<file path="src/design/md5_fmt_pkg.sv">
`default_nettype none

package md5_fmt_pkg;

	// running byte total is 16 bits, up to 64 KiB per message
	localparam int TOTAL_MSB = 15;

	// message memory, 256 words of 32 bits
	localparam int MEM_AW = 8;
	localparam int BYTE_AW = MEM_AW + 2;

	// md5 block is 16 words
	localparam int BLK_WORDS = 16;

	// host command opcode
	typedef enum logic {
		CMD_BYTES  = 1'b0,
		CMD_FINISH = 1'b1
	} cmd_op_e;

	// fetch engine: first word may be unaligned, the rest are not
	typedef enum logic [1:0] {
		F_IDLE,
		F_FIRST,
		F_REST
	} fetch_state_e;

	// command dispatcher and padding sequence
	typedef enum logic [2:0] {
		P_IDLE,
		P_FETCH,
		P_0X80,
		P_ALIGN0,
		P_ZERO,
		P_TOTAL_LO,
		P_TOTAL_HI
	} pad_state_e;

endpackage

`default_nettype wire

</file>
<file path="src/design/realign_in_if.sv">
`timescale 1ns/10ps
`default_nettype none

interface realign_in_if (
	input wire CLK
);
	import md5_fmt_pkg::*;

	// message words from the fetch engine
	logic wr_en;
	logic [2:0] len;
	logic [1:0] off;
	logic [31:0] din;

	// padding controls from the dispatcher, pad_len is their byte count
	logic add0x80pad;
	logic add0pad;
	logic add_total;
	logic [2:0] pad_len;
	logic [TOTAL_MSB:0] in_total;

	modport fetch (output wr_en, len, off, din);
	modport pad (output add0x80pad, add0pad, add_total, pad_len, in_total);
	modport sink (input wr_en, len, off, din, add0x80pad, add0pad, add_total, pad_len, in_total);

	// data words and padding come from two blocks, never on the same cycle
	a_no_overlap: assert property (@(posedge CLK)
		disable iff ($isunknown({wr_en, add0x80pad, add0pad, add_total}))
		!(wr_en && (add0x80pad || add0pad || add_total)));

endinterface

`default_nettype wire

</file>
<file path="src/design/fmt_ctrl.sv">
`timescale 1ns/10ps
`default_nettype none

module fmt_ctrl (
	input wire CLK,
	input wire rst,
	input wire cmd_start,
	input wire md5_fmt_pkg::cmd_op_e cmd_op,
	input wire [md5_fmt_pkg::BYTE_AW-1:0] cmd_addr,
	input wire [md5_fmt_pkg::BYTE_AW-1:0] cmd_len,
	input wire fetch_done,
	output logic busy,
	output logic fetch_start,
	output logic [md5_fmt_pkg::BYTE_AW-1:0] fetch_addr,
	output logic [md5_fmt_pkg::BYTE_AW-1:0] fetch_len,
	realign_in_if.pad ctl
);
	import md5_fmt_pkg::*;

	pad_state_e state;
	pad_state_e state_nx;
	logic [TOTAL_MSB:0] total;
	// byte position within the 64-byte block
	logic [5:0] pos;
	logic [5:0] pos_nx;
	logic [2:0] step;
	logic accept;
	logic bytes_go;

	assign busy = state != P_IDLE;
	assign accept = cmd_start && !busy;
	// zero-length byte commands are dropped
	assign bytes_go = accept && cmd_op == CMD_BYTES && cmd_len != '0;

	// one pad strobe per state
	assign ctl.add0x80pad = state == P_0X80;
	assign ctl.add0pad = state == P_ALIGN0 || state == P_ZERO || state == P_TOTAL_HI;
	assign ctl.add_total = state == P_TOTAL_LO;
	assign ctl.pad_len = step;
	assign ctl.in_total = total;

	always_comb begin
		case (state)
			P_0X80:
				step = 3'd1;
			P_ALIGN0:
				step = 3'd4 - {1'b0, pos[1:0]};
			P_ZERO, P_TOTAL_LO, P_TOTAL_HI:
				step = 3'd4;
			default:
				step = 3'd0;
		endcase
	end

	assign pos_nx = pos + {3'b000, step};

	always_comb begin
		state_nx = state;
		case (state)
			P_IDLE:
				if (bytes_go)
					state_nx = P_FETCH;
				else if (accept && cmd_op == CMD_FINISH)
					state_nx = P_0X80;
			P_FETCH:
				if (fetch_done)
					state_nx = P_IDLE;
			// word alignment first, then zeros up to byte 56
			P_0X80:
				if (pos_nx[1:0] != 2'd0)
					state_nx = P_ALIGN0;
				else
					state_nx = (pos_nx == 6'd56) ? P_TOTAL_LO : P_ZERO;
			P_ALIGN0, P_ZERO:
				state_nx = (pos_nx == 6'd56) ? P_TOTAL_LO : P_ZERO;
			P_TOTAL_LO:
				state_nx = P_TOTAL_HI;
			default:
				state_nx = P_IDLE;
		endcase
	end

	always_ff @(posedge CLK) begin
		if (rst) begin
			state <= P_IDLE;
			total <= '0;
			pos <= '0;
			fetch_start <= 1'b0;
		end else begin
			state <= state_nx;
			fetch_start <= bytes_go;
			if (bytes_go)
				total <= total + {{(TOTAL_MSB + 1 - BYTE_AW){1'b0}}, cmd_len};
			// padding starts where the message ends
			if (accept && cmd_op == CMD_FINISH)
				pos <= total[5:0];
			else if (state != P_IDLE && state != P_FETCH)
				pos <= pos_nx;
			// message closed
			if (state == P_TOTAL_HI)
				total <= '0;
		end
	end

	// range latched with the start pulse
	always_ff @(posedge CLK) begin
		if (bytes_go) begin
			fetch_addr <= cmd_addr;
			fetch_len <= cmd_len;
		end
	end

	// fetch engine finishes only the range this block launched
	a_done_in_fetch: assert property (@(posedge CLK) disable iff (rst)
		fetch_done |-> state == P_FETCH);

endmodule

`default_nettype wire

</file>
<file path="src/flat_wrapper.sv">
// flat-port wrapper written by rule: the top's interface ports become plain ports
module fmt_ctrl_flat import md5_fmt_pkg::*;
  (CLK, rst, cmd_start, cmd_op, cmd_addr, cmd_len, fetch_done, busy, fetch_start, fetch_addr, fetch_len, ctl_add0x80pad, ctl_add0pad, ctl_add_total, ctl_pad_len, ctl_in_total);
  realign_in_if ctl_i (.CLK(CLK));
  input wire CLK;
  input wire rst;
  input wire cmd_start;
  input wire md5_fmt_pkg::cmd_op_e cmd_op;
  input wire [md5_fmt_pkg::BYTE_AW-1:0] cmd_addr;
  input wire [md5_fmt_pkg::BYTE_AW-1:0] cmd_len;
  input wire fetch_done;
  output logic busy;
  output logic fetch_start;
  output logic [md5_fmt_pkg::BYTE_AW-1:0] fetch_addr;
  output logic [md5_fmt_pkg::BYTE_AW-1:0] fetch_len;
  output wire logic [$bits(ctl_i.add0x80pad)-1:0] ctl_add0x80pad;
  output wire logic [$bits(ctl_i.add0pad)-1:0] ctl_add0pad;
  output wire logic [$bits(ctl_i.add_total)-1:0] ctl_add_total;
  output wire logic [$bits(ctl_i.pad_len)-1:0] ctl_pad_len;
  output wire logic [$bits(ctl_i.in_total)-1:0] ctl_in_total;
  assign ctl_add0x80pad = ctl_i.add0x80pad;
  assign ctl_add0pad = ctl_i.add0pad;
  assign ctl_add_total = ctl_i.add_total;
  assign ctl_pad_len = ctl_i.pad_len;
  assign ctl_in_total = ctl_i.in_total;
  fmt_ctrl u_core (.CLK(CLK), .rst(rst), .cmd_start(cmd_start), .cmd_op(cmd_op), .cmd_addr(cmd_addr), .cmd_len(cmd_len), .fetch_done(fetch_done), .busy(busy), .fetch_start(fetch_start), .fetch_addr(fetch_addr), .fetch_len(fetch_len), .ctl(ctl_i));
endmodule
</file>
<file path="config.mk">
export PLATFORM = sky130hd
export DESIGN_NAME = fmt_ctrl_flat
export DESIGN_NICKNAME = d
export VERILOG_FILES = /design/src/design/md5_fmt_pkg.sv /design/src/design/realign_in_if.sv /design/src/design/fmt_ctrl.sv /design/src/flat_wrapper.sv
export SDC_FILE = /design/constraint.sdc
export NUM_CORES = 1
export LEC_CHECK = 0
export CORE_MARGIN = 3
export CORE_UTILIZATION = 43
export DETAILED_ROUTE_END_ITERATION = 6
export DONT_BUFFER_PORTS = 1
export HOLD_SLACK_MARGIN = 0.08
export PLACE_DENSITY = 0.64
export SLEW_MARGIN = 15
export SYNTH_ARGS = -nofsm -noshare
export SYNTH_HDL_FRONTEND = slang
export SYNTH_SLANG_ARGS = --single-unit
</file>
<file path="constraint.sdc">
create_clock -name CLK -period 2.75 [get_ports CLK]
set_input_delay 0.1375 -clock CLK [delete_from_list [all_inputs] [get_ports CLK]]
set_output_delay 0.1375 -clock CLK [all_outputs]
set_load 0.03 [all_outputs]
</file>
==> results_dict.tcl <==
set metrics [dict create \
    status "finished, final reports clean" \
    critPathLaunchType "register" \
    fmax_mhz 420 \
    die_h_um 81.5 \
    r2r_end "u_core.state[0]" \
    synth_top_cell_by_area "edfxtp_1" \
    clock_path_buffers 2 \
    leakagePower_nw 1.13 \
    detailed_place_hpwl_mm 4.05 \
    power_density_nw_per_um2 689 \
    cp_max_fo 12 \
    vias_per_cell 5.53 \
    min_path_cells 3 \
    hold_end "u_core.ctl.in_total[0]" \
    postRouteAntennaNets 0 \
    synth_edf_count 20 \
    gp_congestion 0.892 \
    ys_async_sr_fraction 0 \
    r2r_start "u_core.state[1]" \
    h-tree-depth 2 \
    synth_cell_types 52 \
    grt_usage 0.176 \
    drt_wl_total_mm 5.60 \
    netlist_top_cells_area "edfxtp_1 (24%), dfxtp_1 (21%), ha_1 (7.1%), a21oi_1 (5.5%), nor2_1 (3.8%)" \
    avgSynthCellArea_sq_um 9.62 \
    hold_viol_final 0 \
    crit_arrival_ns 2.60 \
    worstHoldPathType "input pin to register" \
    drt_iter0_markers 102 \
    grt_max_degree 26 \
    dr_total_vias 1974 \
    min_period_over_period 0.865 \
    cp.required_ns 2.97 \
    skew_ns 0.00918 \
    yosysSeqAreaShare 0.457 \
    fin_ws_ns 0.372 \
    hp-start "cmd_len[0]" \
    n_antenna_cell 0 \
    clk_pin_slew_ns 0.08 \
    drv_cap 0 \
    period_needed_ns 2.38 \
    rr_worst_depth 9 \
    slew_violations 0 \
    cts-root-buf "clkbuf_8" \
    antenna_found_initial 0 \
    routedWlPerCell_um 15.7 \
    cts_setup_buffers 0 \
    fp.dieArea_sq_um 6650 \
    end_kind "register" \
    peakVddDrop_v 0.000280 \
    tritoncts "built" \
    drcViolationCount 0 \
    worstSkewPairLatency_ns 0.30 \
    die_x_um 81.5 \
    overflow 0 \
    drt_first_pass_iters 5 \
    ys.flop_type "dfxtp_1" \
    rsz0062_at_grt "false" \
    start_util 0.462 \
    port_buffers 0 \
    crit_type "register to register" \
    netlist.area_leader.share 0.245 \
    row_count 26 \
    grt_pass1_vias 1819 \
    synth_cells 255 \
    core_sq_um 5300 \
    ys_warn_count 0 \
    cts_made_buffers 5 \
    pre_cts_ws_ns 0.406 \
    setup_tns_ns 0 \
    relSlewSlack 0.589 \
    syn2layout_area_growth_pct 18.9 \
    r2r_slack_ns 0.37 \
    cts_sinks 46 \
    ioPinCount 69 \
    nets 326 \
    drive_above_1_share 0.0976 \
    ys_seq_elements 46 \
    postSynthNetCount 295 \
    syn-cell-area_sq_um 2450 \
    worst_pin_slew_ns 0.615 \
    grt_pass1_wl_mm 8.85 \
    setup_violations 0 \
]
-- critical path, stage by stage, from the launching register on --
cell and delay (ns):
dfxtp_1 0.51, nor2b_1 0.22, a21boi_1 0.25, ha_1 0.22
nand2_1 0.06, o2bb2ai_1 0.13, o21ai_1 0.14, and3_1 0.20
o41a_1 0.41, nor3_1 0.16
-- stage by stage --
stage                     instance area, sq um  hold slack [ns]  std cells  power [mW]   util
after global routing                      2920            0.177        357        2.13  0.550
after CTS                                 2920            0.106        357        2.03  0.550
final                                     2920            0.119        357        2.01  0.550
after detailed placement                  2590            0.212        328        1.48  0.488
after global placement                    2590            0.211        328        1.48  0.488
after floorplan                           2450            0.236        255        1.37      -
-- how the worst max path moves through the flow --
stage                       to  cells past startpoint       startpoint  slack (ns)
5_1_grt        u_core.state[0]                     10  u_core.state[1]        0.18
2_1_floorplan  u_core.state[0]                      8  u_core.state[2]        0.09
4_1_cts        u_core.state[0]                      9  u_core.state[2]        0.41
3_3_place_gp   u_core.state[0]                      9  u_core.state[2]        0.44
6_report       u_core.state[0]                      9  u_core.state[1]        0.37
3_5_place_dp   u_core.state[0]                      9  u_core.state[2]        0.41
-- cells in the mapped netlist, types with 4 or more instances --
cell,count
a21o_1,4
a21oi_1,27
a22oi_1,4
clkbuf_1,6
dfxtp_1,26
edfxtp_1,20
ha_1,14
inv_1,14
nand2_1,23
nand2b_1,6
nand3_1,7
nor2_1,25
nor3_1,4
o21ai_0,8
xnor2_1,8
xor2_1,4
-- state kept, by name, indices dropped and copies added, names as in the netlist --
signal,count
u_core.fetch_len,10
u_core.state,3
u_core.ctl.in_total,16
u_core.fetch_addr,10
u_core.pos,6
u_core.fetch_start,1
-- routing by layer --
metal,vias up,part of all wire,GRT usage
met4,0,0.019,0.0693
li1,990,-,-
met1,907,0.46,0.220
met5,-,0,0
met2,66,0.44,0.270
met3,11,0.083,0.0713
-- cell families after synthesis --
| kind of cell | after synthesis | synth area share |
|---|---|---|
| AO/OA/AOI/OAI | 71 | 0.195 |
| AND/OR/NAND/NOR | 83 | 0.165 |
| buffers and inverters | 25 | 0.0480 |
| flip-flops | 46 | 0.457 |
| XOR/XNOR | 12 | 0.0429 |
| adder cells (fa/ha/maj) | 15 | 0.0796 |
| multiplexers | 3 | 0.0122 |
-- cell type report --
class,count,area [sq um]
sequential,46,1120
clock inverter,1,30.0
multi-input combinational,184,1210
fill,473,2390
inverter,15,56.3
tap,70,87.6
clock buffer,7,86.3
timing repair buffer,34,320
-- power by group --
group          switching [mW]  leakage (nW)  total, mW  internal (mW)
Clock                   0.220        0.0585      0.516          0.296
Sequential              0.132         0.397      0.922          0.790
Combinational           0.345         0.673      0.571          0.226
-- cells in the final DEF (no fill, tap or decap), drive strengths merged, types with 4 or more instances in the layout --
master / instances
edfxtp: 20
a22oi: 4
clkbuf: 7
dlygate4sd3: 21
nand3: 7
nand2b: 6
xor2: 4
a211oi: 4
dfxtp: 26
buf: 13
a21o: 4
nand2: 23
nor3: 5
inv: 15
xnor2: 8
a21oi: 27
ha: 14
o21ai: 10
nor2: 25
-- repair_timing --
action                    4_1_cts  5_1_grt
resized for setup               0        0
hold buffers                   21        0
hold endpoints to repair       30        0
Note: power is estimated with default switching activity, not from simulation.
