==> src/design/md5_fmt_pkg.sv <==
`default_nettype none

package md5_fmt_pkg;

	// running byte total is 16 bits, up to 64 KiB per message
	localparam int TOTAL_MSB = 15;

	// message memory, 256 words of 32 bits
	localparam int MEM_AW = 8;
	localparam int BYTE_AW = MEM_AW + 2;

	// md5 block is 16 words
	localparam int BLK_WORDS = 16;

	// host command opcode
	typedef enum logic {
		CMD_BYTES  = 1'b0,
		CMD_FINISH = 1'b1
	} cmd_op_e;

	// fetch engine: first word may be unaligned, the rest are not
	typedef enum logic [1:0] {
		F_IDLE,
		F_FIRST,
		F_REST
	} fetch_state_e;

	// command dispatcher and padding sequence
	typedef enum logic [2:0] {
		P_IDLE,
		P_FETCH,
		P_0X80,
		P_ALIGN0,
		P_ZERO,
		P_TOTAL_LO,
		P_TOTAL_HI
	} pad_state_e;

endpackage

`default_nettype wire

==> src/design/realign_in_if.sv <==
`timescale 1ns/10ps
`default_nettype none

interface realign_in_if (
	input wire CLK
);
	import md5_fmt_pkg::*;

	// message words from the fetch engine
	logic wr_en;
	logic [2:0] len;
	logic [1:0] off;
	logic [31:0] din;

	// padding controls from the dispatcher, pad_len is their byte count
	logic add0x80pad;
	logic add0pad;
	logic add_total;
	logic [2:0] pad_len;
	logic [TOTAL_MSB:0] in_total;

	modport fetch (output wr_en, len, off, din);
	modport pad (output add0x80pad, add0pad, add_total, pad_len, in_total);
	modport sink (input wr_en, len, off, din, add0x80pad, add0pad, add_total, pad_len, in_total);

	// data words and padding come from two blocks, never on the same cycle
	a_no_overlap: assert property (@(posedge CLK)
		disable iff ($isunknown({wr_en, add0x80pad, add0pad, add_total}))
		!(wr_en && (add0x80pad || add0pad || add_total)));

endinterface

`default_nettype wire

==> src/design/realign4_pad.sv <==
`timescale 1ns/10ps
`default_nettype none

module realign4_pad (
	input wire CLK,
	input wire rst,
	realign_in_if.sink src,
	output logic valid,
	output logic [31:0] out,
	output logic err
);
	import md5_fmt_pkg::*;

	logic strobe;
	logic [31:0] bit_total;
	logic [31:0] in_sel;

	// input stage
	logic in_wr;
	logic [2:0] in_len;
	logic [1:0] in_off;
	logic [31:0] in_word;

	// output word and carry-over bytes
	logic [31:0] acc;
	logic [2:0] acc_cnt;
	logic [23:0] ovf;
	logic [2:0] ovf_cnt;

	// merge window
	logic [2:0] base;
	logic [2:0] eff_len;
	logic [2:0] sum;
	logic [23:0] old_vec;
	logic [23:0] old_mask;
	logic [55:0] win;

	assign strobe = src.wr_en | src.add0x80pad | src.add0pad | src.add_total;

	// bit length, low word, little-endian bytes
	assign bit_total = {{(28 - TOTAL_MSB){1'b0}}, src.in_total, 3'b000};

	// pick payload, unaligned data shifted down to byte 0
	always_comb begin
		if (src.add0x80pad)
			in_sel = 32'h0000_0080;
		else if (src.add_total)
			in_sel = bit_total;
		else if (src.add0pad)
			in_sel = '0;
		else
			in_sel = src.din >> {src.off, 3'b000};
	end

	always_ff @(posedge CLK) begin
		if (rst)
			in_wr <= 1'b0;
		else
			in_wr <= strobe;
	end

	// byte count from whichever side strobed
	always_ff @(posedge CLK) begin
		in_word <= in_sel;
		in_len <= src.wr_en ? src.len : src.pad_len;
		in_off <= src.wr_en ? src.off : 2'd0;
	end

	// fill position for the new bytes
	// carry bytes go first, a full output word counts as empty
	always_comb begin
		if (ovf_cnt != 3'd0)
			base = ovf_cnt;
		else if (acc_cnt[2])
			base = 3'd0;
		else
			base = acc_cnt;
		old_vec = (ovf_cnt != 3'd0) ? ovf : acc[23:0];
		old_mask = ~(24'hFF_FFFF << {base, 3'b000});
		eff_len = in_wr ? in_len : 3'd0;
		sum = base + eff_len;
		win = ({24'h0, in_word} << {base, 3'b000}) | {32'h0, old_vec & old_mask};
	end

	always_ff @(posedge CLK) begin
		if (rst) begin
			acc_cnt <= 3'd0;
			ovf_cnt <= 3'd0;
			valid <= 1'b0;
			err <= 1'b0;
		end else begin
			// whole word leaves, remainder waits in the carry register
			valid <= sum[2];
			if (sum[2]) begin
				acc_cnt <= 3'd4;
				ovf_cnt <= {1'b0, sum[1:0]};
			end else begin
				acc_cnt <= sum;
				ovf_cnt <= 3'd0;
			end

			// zero-length strobe
			if (in_wr && in_len == 3'd0)
				err <= 1'b1;
			// unaligned start only on an empty word, and it can not fill it
			if (in_wr && in_off != 2'd0 && (base != 3'd0 || in_len[2]))
				err <= 1'b1;
		end
	end

	// low bytes of the window always hold the live data
	always_ff @(posedge CLK) begin
		acc <= win[31:0];
		ovf <= win[55:32];
	end

	assign out = acc;

	// a strobe brings at most 4 bytes, so no more than 3 carry over
	a_ovf_max: assert property (@(posedge CLK) disable iff (rst)
		in_wr |-> in_len <= 3'd4);

endmodule

`default_nettype wire

==> src/flat_wrapper.sv <==
// flat-port wrapper written by rule: the top's interface ports become plain ports
module realign4_pad_flat import md5_fmt_pkg::*;
  (CLK, rst, valid, out, err, src_wr_en, src_len, src_off, src_din, src_add0x80pad, src_add0pad, src_add_total, src_pad_len, src_in_total);
  realign_in_if src_i (.CLK(CLK));
  input wire CLK;
  input wire rst;
  output logic valid;
  output logic [31:0] out;
  output logic err;
  input wire logic [$bits(src_i.wr_en)-1:0] src_wr_en;
  input wire logic [$bits(src_i.len)-1:0] src_len;
  input wire logic [$bits(src_i.off)-1:0] src_off;
  input wire logic [$bits(src_i.din)-1:0] src_din;
  input wire logic [$bits(src_i.add0x80pad)-1:0] src_add0x80pad;
  input wire logic [$bits(src_i.add0pad)-1:0] src_add0pad;
  input wire logic [$bits(src_i.add_total)-1:0] src_add_total;
  input wire logic [$bits(src_i.pad_len)-1:0] src_pad_len;
  input wire logic [$bits(src_i.in_total)-1:0] src_in_total;
  assign src_i.wr_en = src_wr_en;
  assign src_i.len = src_len;
  assign src_i.off = src_off;
  assign src_i.din = src_din;
  assign src_i.add0x80pad = src_add0x80pad;
  assign src_i.add0pad = src_add0pad;
  assign src_i.add_total = src_add_total;
  assign src_i.pad_len = src_pad_len;
  assign src_i.in_total = src_in_total;
  realign4_pad u_core (.CLK(CLK), .rst(rst), .src(src_i), .valid(valid), .out(out), .err(err));
endmodule
==> config.mk <==
export PLATFORM = sky130hd
export DESIGN_NAME = realign4_pad_flat
export DESIGN_NICKNAME = d
export VERILOG_FILES = /design/src/design/md5_fmt_pkg.sv /design/src/design/realign_in_if.sv /design/src/design/realign4_pad.sv /design/src/flat_wrapper.sv
export SDC_FILE = /design/constraint.sdc
export NUM_CORES = 1
export LEC_CHECK = 0
export ABC_CLOCK_PERIOD_IN_PS = 3300
export BUFFER_PORTS_ARGS = -buffer_cell sky130_fd_sc_hd__buf_2
export CAP_MARGIN = 0
export CORE_AREA = 2 2 112 114
export CTS_CLUSTER_SIZE = 20
export DETAILED_ROUTE_END_ITERATION = 12
export DIE_AREA = 0 0 114 116
export GPL_ROUTABILITY_DRIVEN = 1
export HOLD_SLACK_MARGIN = 0.15
export PLACE_DENSITY = 0.6
export SETUP_SLACK_MARGIN = 0.4
export SYNTH_ARGS = -nofsm -noshare
export SYNTH_HDL_FRONTEND = slang
export SYNTH_SLANG_ARGS = --single-unit
==> constraint.sdc <==
create_clock -name CLK -period 3.3 [get_ports CLK]
set_input_delay 0 -clock CLK [delete_from_list [all_inputs] [get_ports CLK]]
set_output_delay 0 -clock CLK [all_outputs]
set_load 0.01 [all_outputs]
==> summary.md <==
| Metric | Value |
|---|---|
| Mapped Nets | `between 400 and 500` |
| Starting density of the core | `0.3441` |
| Sw Pwr | `848.7 µW` |
| DP HPWL | `7770 µm` |
| Worst-path clk slew | `roughly 70 ps` |
| Crit share post-route | `0.7566` |
| Wirelength, routed | `~11,000 µm` |
| Primary FF master, synth | `dfxtp_1` |
| IO Pins | `96` |
| Post-synth EDFFs | `8` |
| Finish-stage setup viols | `0` |
| Die Width | `approximately 110 µm` |
| Longest Clk Path Bufs | `2` |
| Flops & latches, synth | `100` |
| Final core utilization | `0.4835` |
| Sequential share of power | `0.455` |
| FFs w/ async S/R, synth | `0` |
| Worst R2R Start | `u_core.acc_cnt[2]` |
| Sw Share | `0.2764` |
| Final ANT Viol Nets | `0` |
| Setup crit start kind | `input pin` |
| Worst skew pair latency | `between 300 and 400 ps` |
| Worst-margin pin slew | `700.3 ps` |
| Vias per inst | `just under 5` |
| Unique masters post-synth | `41` |
| Core Footprint | `11,910 µm²` |
| Port Buffers | `95` |
| CTS Sinks | `100` |
| CTS tree | `yes` |
| Syn Std Cell Area | `between 4000 and 5000 µm²` |
| # rows | `40` |
| Crit Path Max Fanout | `8` |
| Die height | `116 µm` |
| Layout cells sized above 1 | `0.2558` |
| Largest net degree at the start of global routing | `40` |
| RSZ-0062 raised after global routing | `false` |
| Total CTS buffers | `9` |
| Maximum clock rate | `roughly 400 MHz` |
| Worst Hold Class | `in -> reg` |
| Tmin final | `~2500 ps` |
| DRT iter0 DRCs | `210` |
| CP startpoint | `src_off[1]` |
| Max-cap check violation count | `0` |
| Initial antenna violation count | `0` |
| DR WL/cell | `~15 µm` |
| Synth warn | `0` |
| Syn avg cell area | `10.56 µm²` |
| Grt total ovfl | `0` |
| Final max-slew violation count | `0` |
| DR DRC count | `0` |
| Leakage power | `0.002385 µW` |
| Register area share after synthesis | `0.5079` |
| Crit path DAT | `2790 ps` |
| Internal Power | `approximately 2200 µW` |
| H-tree depth | `3` |
| GPL Wtd Cong | `between 0.8 and 0.9` |
| Pwr per Cell Area | `about 530 nW/µm²` |
| HP Start | `src_off[0]` |
| Final setup skew | `7.706 ps` |
| # nets final | `between 600 and 700` |
| Max transition margin | `0.5331` |
| Clock tree root buffer cell | `clkbuf_16` |
| Peak supply drop | `about 0.23 mV` |
| Global-route wire length before repair | `between 15,000 and 20,000 µm` |
| Crit end category | `flop` |
| Tot Pwr | `around 3100 µW` |
| Vias in the first global route | `between 3,000 and 4,000` |
| Worst EP required | `about 3600 ps` |
| Logic gate share of total power | `0.197` |
| Antenna diodes | `0` |
| Final setup TNS | `0 ps` |
| Setup CP Type | `in -> reg` |
| Die area | `13,220 µm²` |
| Final hold vios | `0` |
| Via count | `around 3,500` |
| Status | `finished, final reports clean` |
| Post-cts resize count | `0` |
| Clk network pwr share | `0.348` |
| Gate Count Post-Synth | `roughly 390` |
| First-pass DRT Iterations | `8` |
| P&R area growth vs syn | `40.51%` |
| Tot GR Track Use | `0.1637` |
==> worst max-delay path, stage by stage <==
cell and delay (ps):
dlygate4sd3_1 520, buf_2 200, or3b_1 510, nor2_4 240, a222oi_1 100, dlygate4sd3_1 580, nor2_1 100, dlygate4sd3_1 550
==> per-stage QoR <==
step | instances | hold WS (ps) | setup slack (ps) | cell area [µm²]
6_report | 706 | 275.0 | 803.1 | 5759
5_1_grt | 706 | 295.5 | 647.6 | 5759
4_1_cts | 706 | 275.9 | 819.4 | 5759
3_5_place_dp | 612 | 227.9 | 1003 | 4672
3_3_place_gp | 612 | 230.4 | 1088 | 4672
2_1_floorplan | 388 | 69.07 | 972.8 | 4099
==> flip-flops by register name, indices dropped and copies added (netlist names), named ones only <==
| name | flops |
|---|---|
| u_core.acc_cnt | 3 |
| u_core.out | 24 |
| u_core.in_off | 2 |
| u_core.in_len | 3 |
| u_core.in_wr | 1 |
| u_core.ovf_cnt | 2 |
| u_core.ovf | 24 |
| u_core.in_word | 32 |
| u_core.err | 1 |
==> power groups by stage <==
stage | sequential [µW] | combinational [µW] | clock [µW]
after floorplan | 1450 | 319 | 0
after global routing | 1410 | 668 | 1140
final | 1400 | 606 | 1070
after detailed placement | 1430 | 533 | 0
after global placement | 1430 | 519 | 0
after CTS | 1400 | 610 | 1080
==> logic make-up (layout without fill, tap and decap cells) <==
| logic type | count (synthesis) | after routing | synth area share |
|---|---|---|---|
| buffers and inverters | 26 | 197 | 0.03205 |
| multiplexers | 67 | 67 | 0.1777 |
| AND/OR/NAND/NOR | 123 | 123 | 0.1532 |
| flip-flops | 100 | 100 | 0.5079 |
| adder cells (fa/ha/maj) | 2 | 2 | 0.007936 |
| XOR/XNOR | 1 | 1 | 0.002137 |
| AO/OA/AOI/OAI | 69 | 69 | 0.1190 |
==> worst paths after layout <==
check | end | slack, ps | depth (start not counted)
worst max-delay path | u_core.in_word[14] | 800 | 8
worst min register to register | u_core.ovf[10] | 500 | 2
worst min-delay path | u_core.in_off[0] | 280 | 2
worst max register to register | u_core.ovf_cnt[1] | 1020 | 9
==> cell type report <==
| cell class | count | area [µm²] |
|---|---|---|
| Sequential cell | 100 | 2082 |
| Fill cell | 1105 | 6152 |
| Clock inverter | 7 | 81.33 |
| Inverter | 4 | 15.01 |
| Multi-Input combinational cell | 262 | 1886 |
| Tap cell | 147 | 183.9 |
| Clock buffer | 9 | 225.2 |
| Timing Repair Buffer | 177 | 1286 |
==> cells in the final DEF, fill, tap and decap left out, types with 3 or more instances in the layout <==
| master | instances |
|---|---|
| a21boi_0 | 7 |
| a21oi_1 | 19 |
| a221oi_1 | 5 |
| a222oi_1 | 8 |
| and2_1 | 12 |
| buf_2 | 95 |
| buf_4 | 4 |
| clkbuf_16 | 9 |
| dfxtp_1 | 92 |
| dlygate4sd3_1 | 78 |
| edfxtp_1 | 8 |
| mux2_2 | 16 |
| mux2i_1 | 48 |
| mux4_2 | 3 |
| nand2_1 | 31 |
| nand3_1 | 14 |
| nor2_1 | 34 |
| nor2_4 | 3 |
| nor2b_1 | 14 |
| nor3_1 | 3 |
| o21ai_1 | 11 |
| o221ai_1 | 8 |
| o2bb2ai_1 | 8 |
==> Yosys cell counts, types with 3 or more instances <==
cell / count / share of area
dfxtp_1: 92 / 0.45
mux2i_1: 48 / 0.12
nor2_1: 34 / 0.031
nand2_1: 31 / 0.028
a21oi_1: 19 / 0.023
mux2_2: 16 / 0.044
nand3_1: 14 / 0.017
nor2b_1: 14 / 0.021
and2_1: 12 / 0.018
buf_2: 12 / 0.015
o21ai_1: 11 / 0.013
a222oi_1: 8 / 0.020
edfxtp_1: 8 / 0.059
o221ai_1: 8 / 0.017
o2bb2ai_1: 8 / 0.017
a21boi_0: 7 / 0.013
clkbuf_1: 7 / 0.0064
a221oi_1: 5 / 0.011
mux4_2: 3 / 0.016
nor2_4: 3 / 0.0082
nor3_1: 3 / 0.0037
==> routing by layer <==
metal / track usage / vias up / routed length (µm)
li1: - / 1732 / -
met3: 0.03609 / 16 / 618
met1: 0.2171 / 1597 / 5000
met2: 0.2647 / 122 / 4826
met4: 0.05772 / 0 / 182
met5: 0 / - / 0
==> timing repair <==
action / in CTS / in global routing
hold buffers: 78 / 0
setup buffers: 0 / 0
setup endpoints to repair: 0 / 0
hold endpoints to repair: 44 / 0
Power figures use the tool's default switching activity.
