File: config.mk
export PLATFORM = sky130hd
export DESIGN_NAME = block_collect
export DESIGN_NICKNAME = d
export VERILOG_FILES = /design/src/design/md5_fmt_pkg.sv /design/src/design/block_collect.sv
export SDC_FILE = /design/constraint.sdc
export NUM_CORES = 1
export LEC_CHECK = 0
export ABC_CLOCK_PERIOD_IN_PS = 1200
export BUFFER_PORTS_ARGS = -buffer_cell sky130_fd_sc_hd__buf_2
export CAP_MARGIN = 5
export CORE_AREA = 2 2 59 61
export DETAILED_ROUTE_END_ITERATION = 7
export DIE_AREA = 0 0 61 63
export PLACE_DENSITY = 0.76
export SYNTH_ARGS = -nofsm -noshare
export SYNTH_HDL_FRONTEND = slang
export SYNTH_SLANG_ARGS = --single-unit
File: constraint.sdc
create_clock -name CLK -period 1.2 [get_ports CLK]
set_clock_uncertainty 0.2 [all_clocks]
set_input_delay 0.24 -clock CLK [delete_from_list [all_inputs] [get_ports CLK]]
set_output_delay 0.24 -clock CLK [all_outputs]
set_load 0.05 [all_outputs]
File: src/design/md5_fmt_pkg.sv
`default_nettype none

package md5_fmt_pkg;

	// running byte total is 16 bits, up to 64 KiB per message
	localparam int TOTAL_MSB = 15;

	// message memory, 256 words of 32 bits
	localparam int MEM_AW = 8;
	localparam int BYTE_AW = MEM_AW + 2;

	// md5 block is 16 words
	localparam int BLK_WORDS = 16;

	// host command opcode
	typedef enum logic {
		CMD_BYTES  = 1'b0,
		CMD_FINISH = 1'b1
	} cmd_op_e;

	// fetch engine: first word may be unaligned, the rest are not
	typedef enum logic [1:0] {
		F_IDLE,
		F_FIRST,
		F_REST
	} fetch_state_e;

	// command dispatcher and padding sequence
	typedef enum logic [2:0] {
		P_IDLE,
		P_FETCH,
		P_0X80,
		P_ALIGN0,
		P_ZERO,
		P_TOTAL_LO,
		P_TOTAL_HI
	} pad_state_e;

endpackage

`default_nettype wire

File: src/design/block_collect.sv
`timescale 1ns/10ps
`default_nettype none

module block_collect (
	input wire CLK,
	input wire rst,
	input wire valid,
	input wire [31:0] word,
	output logic blk_word_valid,
	output logic [31:0] blk_word,
	output logic [3:0] blk_word_idx,
	output logic blk_last
);
	import md5_fmt_pkg::*;

	// word position inside the current block
	logic [3:0] idx;

	always_ff @(posedge CLK) begin
		if (rst) begin
			idx <= 4'd0;
			blk_word_valid <= 1'b0;
			blk_word_idx <= 4'd0;
			blk_last <= 1'b0;
		end else begin
			blk_word_valid <= valid;
			blk_last <= valid && idx == 4'(BLK_WORDS - 1);
			if (valid) begin
				blk_word_idx <= idx;
				// wraps after word 15
				idx <= idx + 4'd1;
			end
		end
	end

	always_ff @(posedge CLK) begin
		if (valid)
			blk_word <= word;
	end

endmodule

`default_nettype wire

==> results of run 1 <==
## kinds of logic (layout without fill, tap and decap cells)
kind of cell / count (synthesis) / count (layout) / share of synthesized area (%)
AO/OA/AOI/OAI: 2 / 2 / 1.117
XOR/XNOR: 1 / 1 / 0.6519
adder cells (fa/ha/maj): 1 / 1 / 0.9309
buffers and inverters: 2 / 116 / 1.210
flip-flops: 42 / 42 / 86.41
multiplexers: 6 / 6 / 4.842
AND/OR/NAND/NOR: 12 / 12 / 4.843
## routing by layer
layer | track usage [%] | routed length, microns
met1 | 22.73 | 1400
met2 | 34.01 | 1860
met5 | 0 | 0
met3 | 8.489 | 400
met4 | 8.424 | 87
## flip-flops by register name, indices dropped and copies added, names as in the netlist
| name | flops |
|---|---|
| blk_last | 1 |
| blk_word_idx | 4 |
| idx | 4 |
| blk_word | 32 |
| blk_word_valid | 1 |
## worst paths after layout
check / endpoint / slack [ns] / cells past startpoint
worst max-delay path: blk_word[20] / -0.19 / 1
worst min-delay path: idx[1]$_SDFFE_PP0P_ / 0.03 / 3
worst max register to register: idx[2]$_SDFFE_PP0P_ / 0.08 / 3
worst min register to register: blk_word_idx[3]$_SDFFE_PP0P_ / 0.33 / 2
## per-stage QoR
step | util (%) | std cells | cell area [sq um] | hold WS [ns] | total power (uW)
floorplan | - | 66 | 1344 | 0.1389 | 2102
global placement | 55.48 | 185 | 1793 | 0.2165 | 2270
detailed placement | 55.48 | 185 | 1793 | 0.2184 | 2279
CTS | 75.11 | 225 | 2427 | 0.005650 | 3219
global route | 76.42 | 226 | 2470 | 0.05104 | 3324
finish | 76.42 | 226 | 2470 | 0.03329 | 3226
## cell usage in the layout, fill, tap and decap left out
| cell type | n |
|---|---|
| clkinv_2 | 1 |
| edfxtp_1 | 32 |
| buf_4 | 2 |
| buf_8 | 5 |
| a21oi_1 | 1 |
| and4_2 | 1 |
| dfxtp_4 | 2 |
| a21bo_2 | 1 |
| dfxtp_2 | 7 |
| buf_6 | 33 |
| clkbuf_4 | 5 |
| buf_2 | 34 |
| dfxtp_1 | 1 |
| nor2b_1 | 1 |
| nor2b_2 | 1 |
| xnor2_1 | 1 |
| nand4_1 | 1 |
| clkinvlp_4 | 1 |
| dlygate4sd3_1 | 32 |
| buf_12 | 2 |
| nor2_1 | 7 |
| mux2i_1 | 5 |
| mux2_4 | 1 |
| nand3b_1 | 1 |
| clkbuf_8 | 1 |
| ha_4 | 1 |
## repair_timing
action | in CTS | in global routing
buffers inserted | 0 | 1
cloned | 0 | 0
resized for setup | 84 | 10
hold buffers | 32 | 0
setup endpoints to repair | 39 | 41
hold endpoints to repair | 32 | 0
pin swaps | 0 | 1
## layout make-up
cell class	count	area [sq um]
flip-flops and latches	42	1177
repair buffers	108	992.2
fillers	185	762.0
multi-input cells	22	178.9
well taps	46	57.56
clock buffers	6	51.30
clock inverters	2	12.51
## power by group
part / switching, uW / total, uW / internal, uW
clock: 449 / 731 / 282
sequential: 60.0 / 1740 / 1680
combinational: 444 / 760 / 316
total: 953 / 3230 / 2270
==> results.json, run 1 <==
{
  "outcome": "complete, but fails checks",
  "violations": "setup timing",
  "fin_crit_ns": 1.394,
  "avgSynthCellArea_sq_um": 20.36,
  "synth_top_area_share_pct": 71.51,
  "syn_nets": 102,
  "cp_num_buf_inv": 1,
  "gp_congestion": 0.6171,
  "final_max_slew_viol_count": 0,
  "maxCapViolCount": 0,
  "ys.warnings.count": 0,
  "num_rows": 21,
  "ys_seq_area_share_pct": 86.41,
  "synth-edff-count": 32,
  "cp-startpoint": "blk_word[20]$_DFFE_PP_",
  "hold_violations": 0,
  "syn_inst": 66,
  "drcViolationCount": 0,
  "synthFlopType": "edfxtp_1",
  "cts_tree": "done",
  "power_leakage_uw": 0.001040,
  "n_antenna_cell": 0,
  "slew-limit-headroom_pct": 90.61,
  "synthDistinctLibCells": 16,
  "crit_family": "flip-flops",
  "ir_worst_vdd_uv": 538.8,
  "cp_slowest_cell": "edfxtp_1",
  "globalRouteTotalUtil_pct": 20.55,
  "wirelength_mm": 3.748,
  "ys_ff_latch": 42,
  "drive_gt1_share_pct": 54.44,
  "setup_tns_ns": -5.681,
  "fin_crit_sh_pct": 116.2,
  "vias_per_cell": 4.535,
  "path_max_fanout": 1,
  "fin_nets": 215,
  "grt_pass1_wl_mm": 5.464,
  "synthTopCellsByArea": "edfxtp_1, dfxtp_1, mux2i_1",
  "clockBufferDepth": 2,
  "crit_required_ns": 0.76,
  "setup_viol": 38,
  "synth_common_cells": "edfxtp_1, dfxtp_1, nor2_1",
  "antenna_found_initial": 0,
  "hold_start": "rst",
  "synthArstFlopShare_pct": 0,
  "die_h_microns": 63,
  "reg2reg_from": "idx[1]$_SDFFE_PP0P_",
  "synth.most_common_cell": "edfxtp_1",
  "rsz0062_at_grt": "yes",
  "synth_top_area_cell": "edfxtp_1",
  "crit_chain": "buf_6",
  "grt_start_max_net_pins": 28,
  "clock-sinks": 42,
  "setup_ws_ns": -0.1944,
  "clockRootBuffer": "clkbuf_4",
  "power.density_mw_per_mm2": 1306,
  "hold_class": "in -> reg",
  "clkTransAtPathRegs_ns": 0.12,
  "dr_total_vias": 1025,
  "port_buffers": 72,
  "ios": 73,
  "wire_per_inst_microns": 16.58,
  "clk_latency_ns": 0.34,
  "drt.antenna.violating_nets": 0,
  "dp_hpwl_mm": 1.825,
  "worstSetupPathType": "reg -> out",
  "start_kind": "flop",
  "end_kind": "output port",
  "gr-total-overflow": 0,
  "synthToLayoutAreaGrowth_pct": 83.80,
  "clock.fmax_mhz": 717.1,
  "tightest_slew_ns": 0.1369,
  "pre_cts_slack_ns": 0.02514,
  "core-area_sq_mm": 0.003232,
  "dieArea_sq_mm": 0.003843,
  "grt_pass1_vias": 1086,
  "slowest_delay_ns": 0.43,
  "cp.arrival_ns": 0.95,
  "drt-pass1-iter-count": 4,
  "drt-initial-drc-count": 34,
  "synth_area_sq_mm": 0.001344,
  "h-tree-depth": 2,
  "initial_core_util_pct": 41.58,
  "die_x_microns": 61,
  "numCtsBuffers": 5
}
(Power assumes the default switching activity.)
==> inputs of run 2 (changes only) <==
--- a/config.mk
+++ b/config.mk
@@ -5,13 +5,13 @@
 export SDC_FILE = /design/constraint.sdc
 export NUM_CORES = 1
 export LEC_CHECK = 0
-export ABC_CLOCK_PERIOD_IN_PS = 1200
+export ABC_CLOCK_PERIOD_IN_PS = 1310
 export BUFFER_PORTS_ARGS = -buffer_cell sky130_fd_sc_hd__buf_2
 export CAP_MARGIN = 5
 export CORE_AREA = 2 2 59 61
 export DETAILED_ROUTE_END_ITERATION = 7
 export DIE_AREA = 0 0 61 63
-export PLACE_DENSITY = 0.76
+export PLACE_DENSITY = 0.74
 export SYNTH_ARGS = -nofsm -noshare
 export SYNTH_HDL_FRONTEND = slang
 export SYNTH_SLANG_ARGS = --single-unit
==> constraint.sdc (replaced) <==
create_clock -name CLK -period 1.31 [get_ports CLK]
set_clock_uncertainty 0.2 [all_clocks]
set_input_delay 0.262 -clock CLK [delete_from_list [all_inputs] [get_ports CLK]]
set_output_delay 0.262 -clock CLK [all_outputs]
set_load 0.05 [all_outputs]
==> results.json, run 2 (synthesis gave the netlist of run 1 again) <==
{
  "crit_cells": 1,
  "wirelength_mm": 3.566,
  "rsz0062_at_grt": "yes",
  "vias_per_cell": 4.524,
  "ios": 73,
  "dieArea_sq_mm": 0.003843,
  "cp_slowest_cell": "edfxtp_1",
  "clock-sinks": 42,
  "fin_nets": 214,
  "ir_worst_vdd_uv": 914.1,
  "hold_start": "rst",
  "rr_worst_depth": 3,
  "cts_setup_buffers": 0,
  "grt_pass1_vias": 1041,
  "die_x_microns": 61,
  "clockBufferDepth": 2,
  "globalRouteTotalUtil_pct": 19.51,
  "start_kind": "flop",
  "finalPower_uw": 3071,
  "drive_gt1_share_pct": 51.96,
  "dr_total_vias": 1018,
  "core-area_sq_mm": 0.003232,
  "drcViolationCount": 0,
  "fin_crit_sh_pct": 108.4,
  "end_kind": "output port",
  "drt.antenna.violating_nets": 0,
  "power_leakage_uw": 0.001045,
  "cp_num_buf_inv": 1,
  "numCtsBuffers": 5,
  "h-tree-depth": 2,
  "drt-pass1-iter-count": 4,
  "antenna_found_initial": 0,
  "hold_class": "in -> reg",
  "cts_tree": "done",
  "wire_per_inst_microns": 15.85,
  "hold_violations": 0,
  "holdPathEnd": "blk_word_idx[3]$_SDFFE_PP0P_",
  "dp_hpwl_mm": 1.922,
  "reg2reg_to": "idx[2]$_SDFFE_PP0P_",
  "slowest_delay_ns": 0.44,
  "final_max_slew_viol_count": 0,
  "synthToLayoutAreaGrowth_pct": 82.40,
  "crit_chain": "buf_6",
  "clockRootBuffer": "clkbuf_4",
  "port_buffers": 72,
  "largest_register_ffs": 32,
  "initial_core_util_pct": 41.58,
  "reg2reg_from": "idx[0]$_SDFFE_PP0P_",
  "worstSetupPathType": "reg -> out",
  "power.density_mw_per_mm2": 1253,
  "setup_ws_ns": -0.1100,
  "maxCapViolCount": 0,
  "die_h_microns": 63,
  "setup_viol": 32,
  "final_cell_mix": "buf_2, buf_6, edfxtp_1, dlygate4sd3_1, nor2_1",
  "cp.arrival_ns": 0.96,
  "fin_util_pct": 75.84,
  "crit_family": "flip-flops",
  "clock.fmax_mhz": 704.2,
  "grt_pass1_wl_mm": 5.237,
  "grt_start_max_net_pins": 27,
  "n_antenna_cell": 0,
  "clk_latency_ns": 0.33,
  "num_rows": 21,
  "fin_crit_ns": 1.420,
  "slew-limit-headroom_pct": 91.33,
  "tightest_slew_ns": 0.1264,
  "outcome": "complete, but fails checks",
  "clkTransAtPathRegs_ns": 0.13,
  "crit_required_ns": 0.85,
  "violations": "setup timing",
  "worstHoldPathCells": 3,
  "regMostFlops": "blk_word",
  "drt-initial-drc-count": 43,
  "top_regs": "blk_word (32), blk_word_idx (4), idx (4)",
  "path_max_fanout": 1,
  "rrSetupSlack_ns": 0.14,
  "gp_congestion": 0.6274,
  "gr-total-overflow": 0
}
-- run 2: timing repair --
item                                   4_1_cts  5_1_grt
hold buffers                                32        0
gates resized for setup                     83        3
pin swaps                                    0        0
endpoints found under the hold margin       32        0
gates cloned                                 0        0
setup endpoints to repair                   38       38
-- run 2: per-layer routing --
layer | part of all wire [%] | track usage (%) | wire [microns]
met1 | 37 | 21.94 | 1308
met2 | 51 | 33.33 | 1823
met3 | 11 | 7.039 | 379
met4 | 1.5 | 6.522 | 54
met5 | 0 | 0 | 0
-- run 2: worst max-delay path by stage --
stage | from | end
after floorplan | idx[0]$_SDFFE_PP0P_ | idx[2]$_SDFFE_PP0P_
after global routing | blk_word[13]$_DFFE_PP_ | blk_word[13]
final | blk_word[13]$_DFFE_PP_ | blk_word[13]
after global placement | valid | idx[3]$_SDFFE_PP0P_
after detailed placement | valid | idx[3]$_SDFFE_PP0P_
after CTS | blk_word[28]$_DFFE_PP_ | blk_word[28]
-- run 2: area by class of cell --
| type | count | area [sq um] |
|---|---|---|
| sequential | 42 | 1169 |
| timing repair buffer | 107 | 980.9 |
| fill | 182 | 780.7 |
| multi-input combinational | 22 | 166.4 |
| tap | 46 | 57.56 |
| clock inverter | 3 | 40.04 |
| clock buffer | 5 | 37.54 |
-- run 2: report_power, final --
group          total (uW)  internal (uW)  switching (uW)
clock network         800            396             404
logic                 682            282             400
registers            1590           1530            54.2
total                3070           2210             859
-- run 2: stage by stage --
stage | setup WS, ns | instance area (sq um) | std cells | TNS (ns) | hold WS (ns)
after CTS | -0.09572 | 2440 | 225 | -2.276 | 0.05286
after detailed placement | 0.1390 | 1793 | 185 | 0 | 0.2403
after floorplan | 0.2099 | 1344 | 66 | 0 | 0.1609
after global placement | 0.1553 | 1793 | 185 | 0 | 0.2392
after global routing | -0.1520 | 2451 | 225 | -3.730 | 0.06239
final | -0.1100 | 2451 | 225 | -2.225 | 0.06683
==> inputs of run 3 (changes only) <==
--- a/config.mk
+++ b/config.mk
@@ -8,10 +8,12 @@
 export ABC_CLOCK_PERIOD_IN_PS = 1310
 export BUFFER_PORTS_ARGS = -buffer_cell sky130_fd_sc_hd__buf_2
 export CAP_MARGIN = 5
-export CORE_AREA = 2 2 59 61
+export CORE_AREA = 2 2 65 67
 export DETAILED_ROUTE_END_ITERATION = 7
-export DIE_AREA = 0 0 61 63
-export PLACE_DENSITY = 0.74
+export DIE_AREA = 0 0 67 69
+export HOLD_SLACK_MARGIN = 0.06
+export PLACE_DENSITY = 0.62
+export RECOVER_POWER = 25
 export SYNTH_ARGS = -nofsm -noshare
 export SYNTH_HDL_FRONTEND = slang
 export SYNTH_SLANG_ARGS = --single-unit
==> results.json, run 3 (synthesis gave the netlist of run 1 again) <==
{
  "ir_worst_vdd_uv": 592.9,
  "cts_tree": "done",
  "clock.fmax_mhz": 756.7,
  "die_h_microns": 69,
  "start_kind": "flop",
  "wire_per_inst_microns": 13.92,
  "rsz0062_at_grt": "yes",
  "dieArea_sq_mm": 0.004623,
  "regMostFlops": "blk_word",
  "antenna_found_initial": 0,
  "fin_nets": 214,
  "dp_hpwl_mm": 1.970,
  "drcViolationCount": 0,
  "setup_ws_ns": -0.01158,
  "crit_required_ns": 0.85,
  "wirelength_mm": 3.188,
  "multi_input_area_sq_um": 166.4,
  "crit_cells": 1,
  "rr_worst_depth": 3,
  "cp_num_buf_inv": 1,
  "outcome": "complete, but fails checks",
  "fin_crit_ns": 1.322,
  "dr_total_vias": 968,
  "largest_register_ffs": 32,
  "worstSetupPathType": "reg -> out",
  "final_cell_count_no_fill": 229,
  "power_leakage_uw": 0.001017,
  "hold_class": "in -> reg",
  "setup_tns_ns": -0.03727,
  "die_x_microns": 67,
  "fin_crit_sh_pct": 100.9,
  "tightest_slew_ns": 0.6022,
  "maxCapViolCount": 0,
  "dpl-instance-area_sq_mm": 0.001785,
  "grt_start_max_net_pins": 32,
  "initial_core_util_pct": 34.34,
  "drt-pass1-iter-count": 3,
  "synthToLayoutAreaGrowth_pct": 78.31,
  "num_rows": 23,
  "final_cell_mix": "buf_6, buf_2, edfxtp_1, dlygate4sd3_1, dfxtp_1",
  "crit_chain": "buf_6",
  "clockBufferDepth": 2,
  "hold_violations": 0,
  "top_regs": "blk_word (32), blk_word_idx (4), idx (4)",
  "grt_pass1_wl_mm": 4.554,
  "path_max_fanout": 1,
  "drt.antenna.violating_nets": 0,
  "vias_per_cell": 4.227,
  "clockRootBuffer": "clkbuf_8",
  "cp_slowest_cell": "edfxtp_1",
  "cp.arrival_ns": 0.86,
  "h-tree-depth": 2,
  "final_max_slew_viol_count": 0,
  "fill_cells": 299,
  "regArea_sq_mm": 0.001161,
  "n_antenna_cell": 0,
  "drive_gt1_share_pct": 46.37,
  "port_buffers": 72,
  "setup_viol": 5,
  "clk_latency_ns": 0.28,
  "ios": 73,
  "design_area_sq_mm": 0.002396,
  "final_common_cell": "buf_6",
  "fin_util_pct": 61.22,
  "worstHoldPathCells": 3,
  "gp_congestion": 0.6014,
  "violations": "setup timing",
  "core-area_sq_mm": 0.003914,
  "numCtsBuffers": 5,
  "slew-limit-headroom_pct": 59.85,
  "end_kind": "output port",
  "drt-initial-drc-count": 38,
  "crit_family": "flip-flops",
  "clkTransAtPathRegs_ns": 0.07,
  "power.density_mw_per_mm2": 1252,
  "slowest_delay_ns": 0.40,
  "grt_pass1_vias": 1029,
  "globalRouteTotalUtil_pct": 13.55,
  "place_inst": 189,
  "clock-sinks": 42,
  "gr-total-overflow": 0
}
-- run 3: cell count changes in the layout (fill, tap and decap cells not counted), sizes merged --
cell / before / now
buf: 75 / 72
bufinv: 1 / 0
clkbuf: 5 / 9
-- run 3: final cells by class --
class / instances / area share, %
Clock buffer: 6 / 3.029
Tap cell: 50 / 2.611
Clock inverter: 2 / 0.3655
Sequential cell: 42 / 48.46
Timing Repair Buffer: 107 / 38.59
Multi-Input combinational cell: 22 / 6.945
-- run 3: path summary, 6_finish.rpt --
kind | from | slack, ns | end
setup / recovery | blk_word[6]$_DFFE_PP_ | -0.01 | blk_word[6]
hold / removal | rst | 0.13 | idx[2]$_SDFFE_PP0P_
setup reg to reg | idx[0]$_SDFFE_PP0P_ | 0.15 | idx[2]$_SDFFE_PP0P_
hold reg to reg | blk_word_idx[1]$_SDFFE_PP0P_ | 0.31 | blk_word_idx[1]$_SDFFE_PP0P_
-- run 3: through the flow --
stage | hold slack, ns | total power, uW | worst slack (ns)
2_1_floorplan | 0.1609 | 1926 | 0.2099
3_3_place_gp | 0.2395 | 2072 | 0.1409
3_5_place_dp | 0.2404 | 2084 | 0.1016
4_1_cts | 0.1153 | 3029 | -0.03547
5_1_grt | 0.1409 | 3115 | -0.05502
6_report | 0.1278 | 3000 | -0.01158
-- run 3: routing by layer --
| layer | vias up | wire length, microns | share of wire [%] | track usage (%) |
|---|---|---|---|---|
| met2 | 54 | 1612 | 51 | 24.75 |
| met4 | 0 | 51 | 1.6 | 6.122 |
| met5 | - | 0 | 0 | 0 |
| met1 | 440 | 1185 | 37 | 12.89 |
| li1 | 469 | - | - | - |
| met3 | 5 | 337 | 11 | 5.057 |
-- run 3: power breakdown --
group / internal [uW] / leakage [uW] / switching, uW
Combinational: 268 / 0.000580 / 396
Sequential: 1530 / 0.000395 / 48.2
Clock: 366 / 0.0000426 / 388
Total: 2170 / 0.00102 / 832
-- run 3: what timing repair did --
action	CTS	global route
buffers inserted	0	0
resized for setup	64	9
gates cloned	0	0
hold buffers	32	0
endpoints found under the hold margin	32	0
pin swaps	0	0
endpoints found under the setup margin	38	35
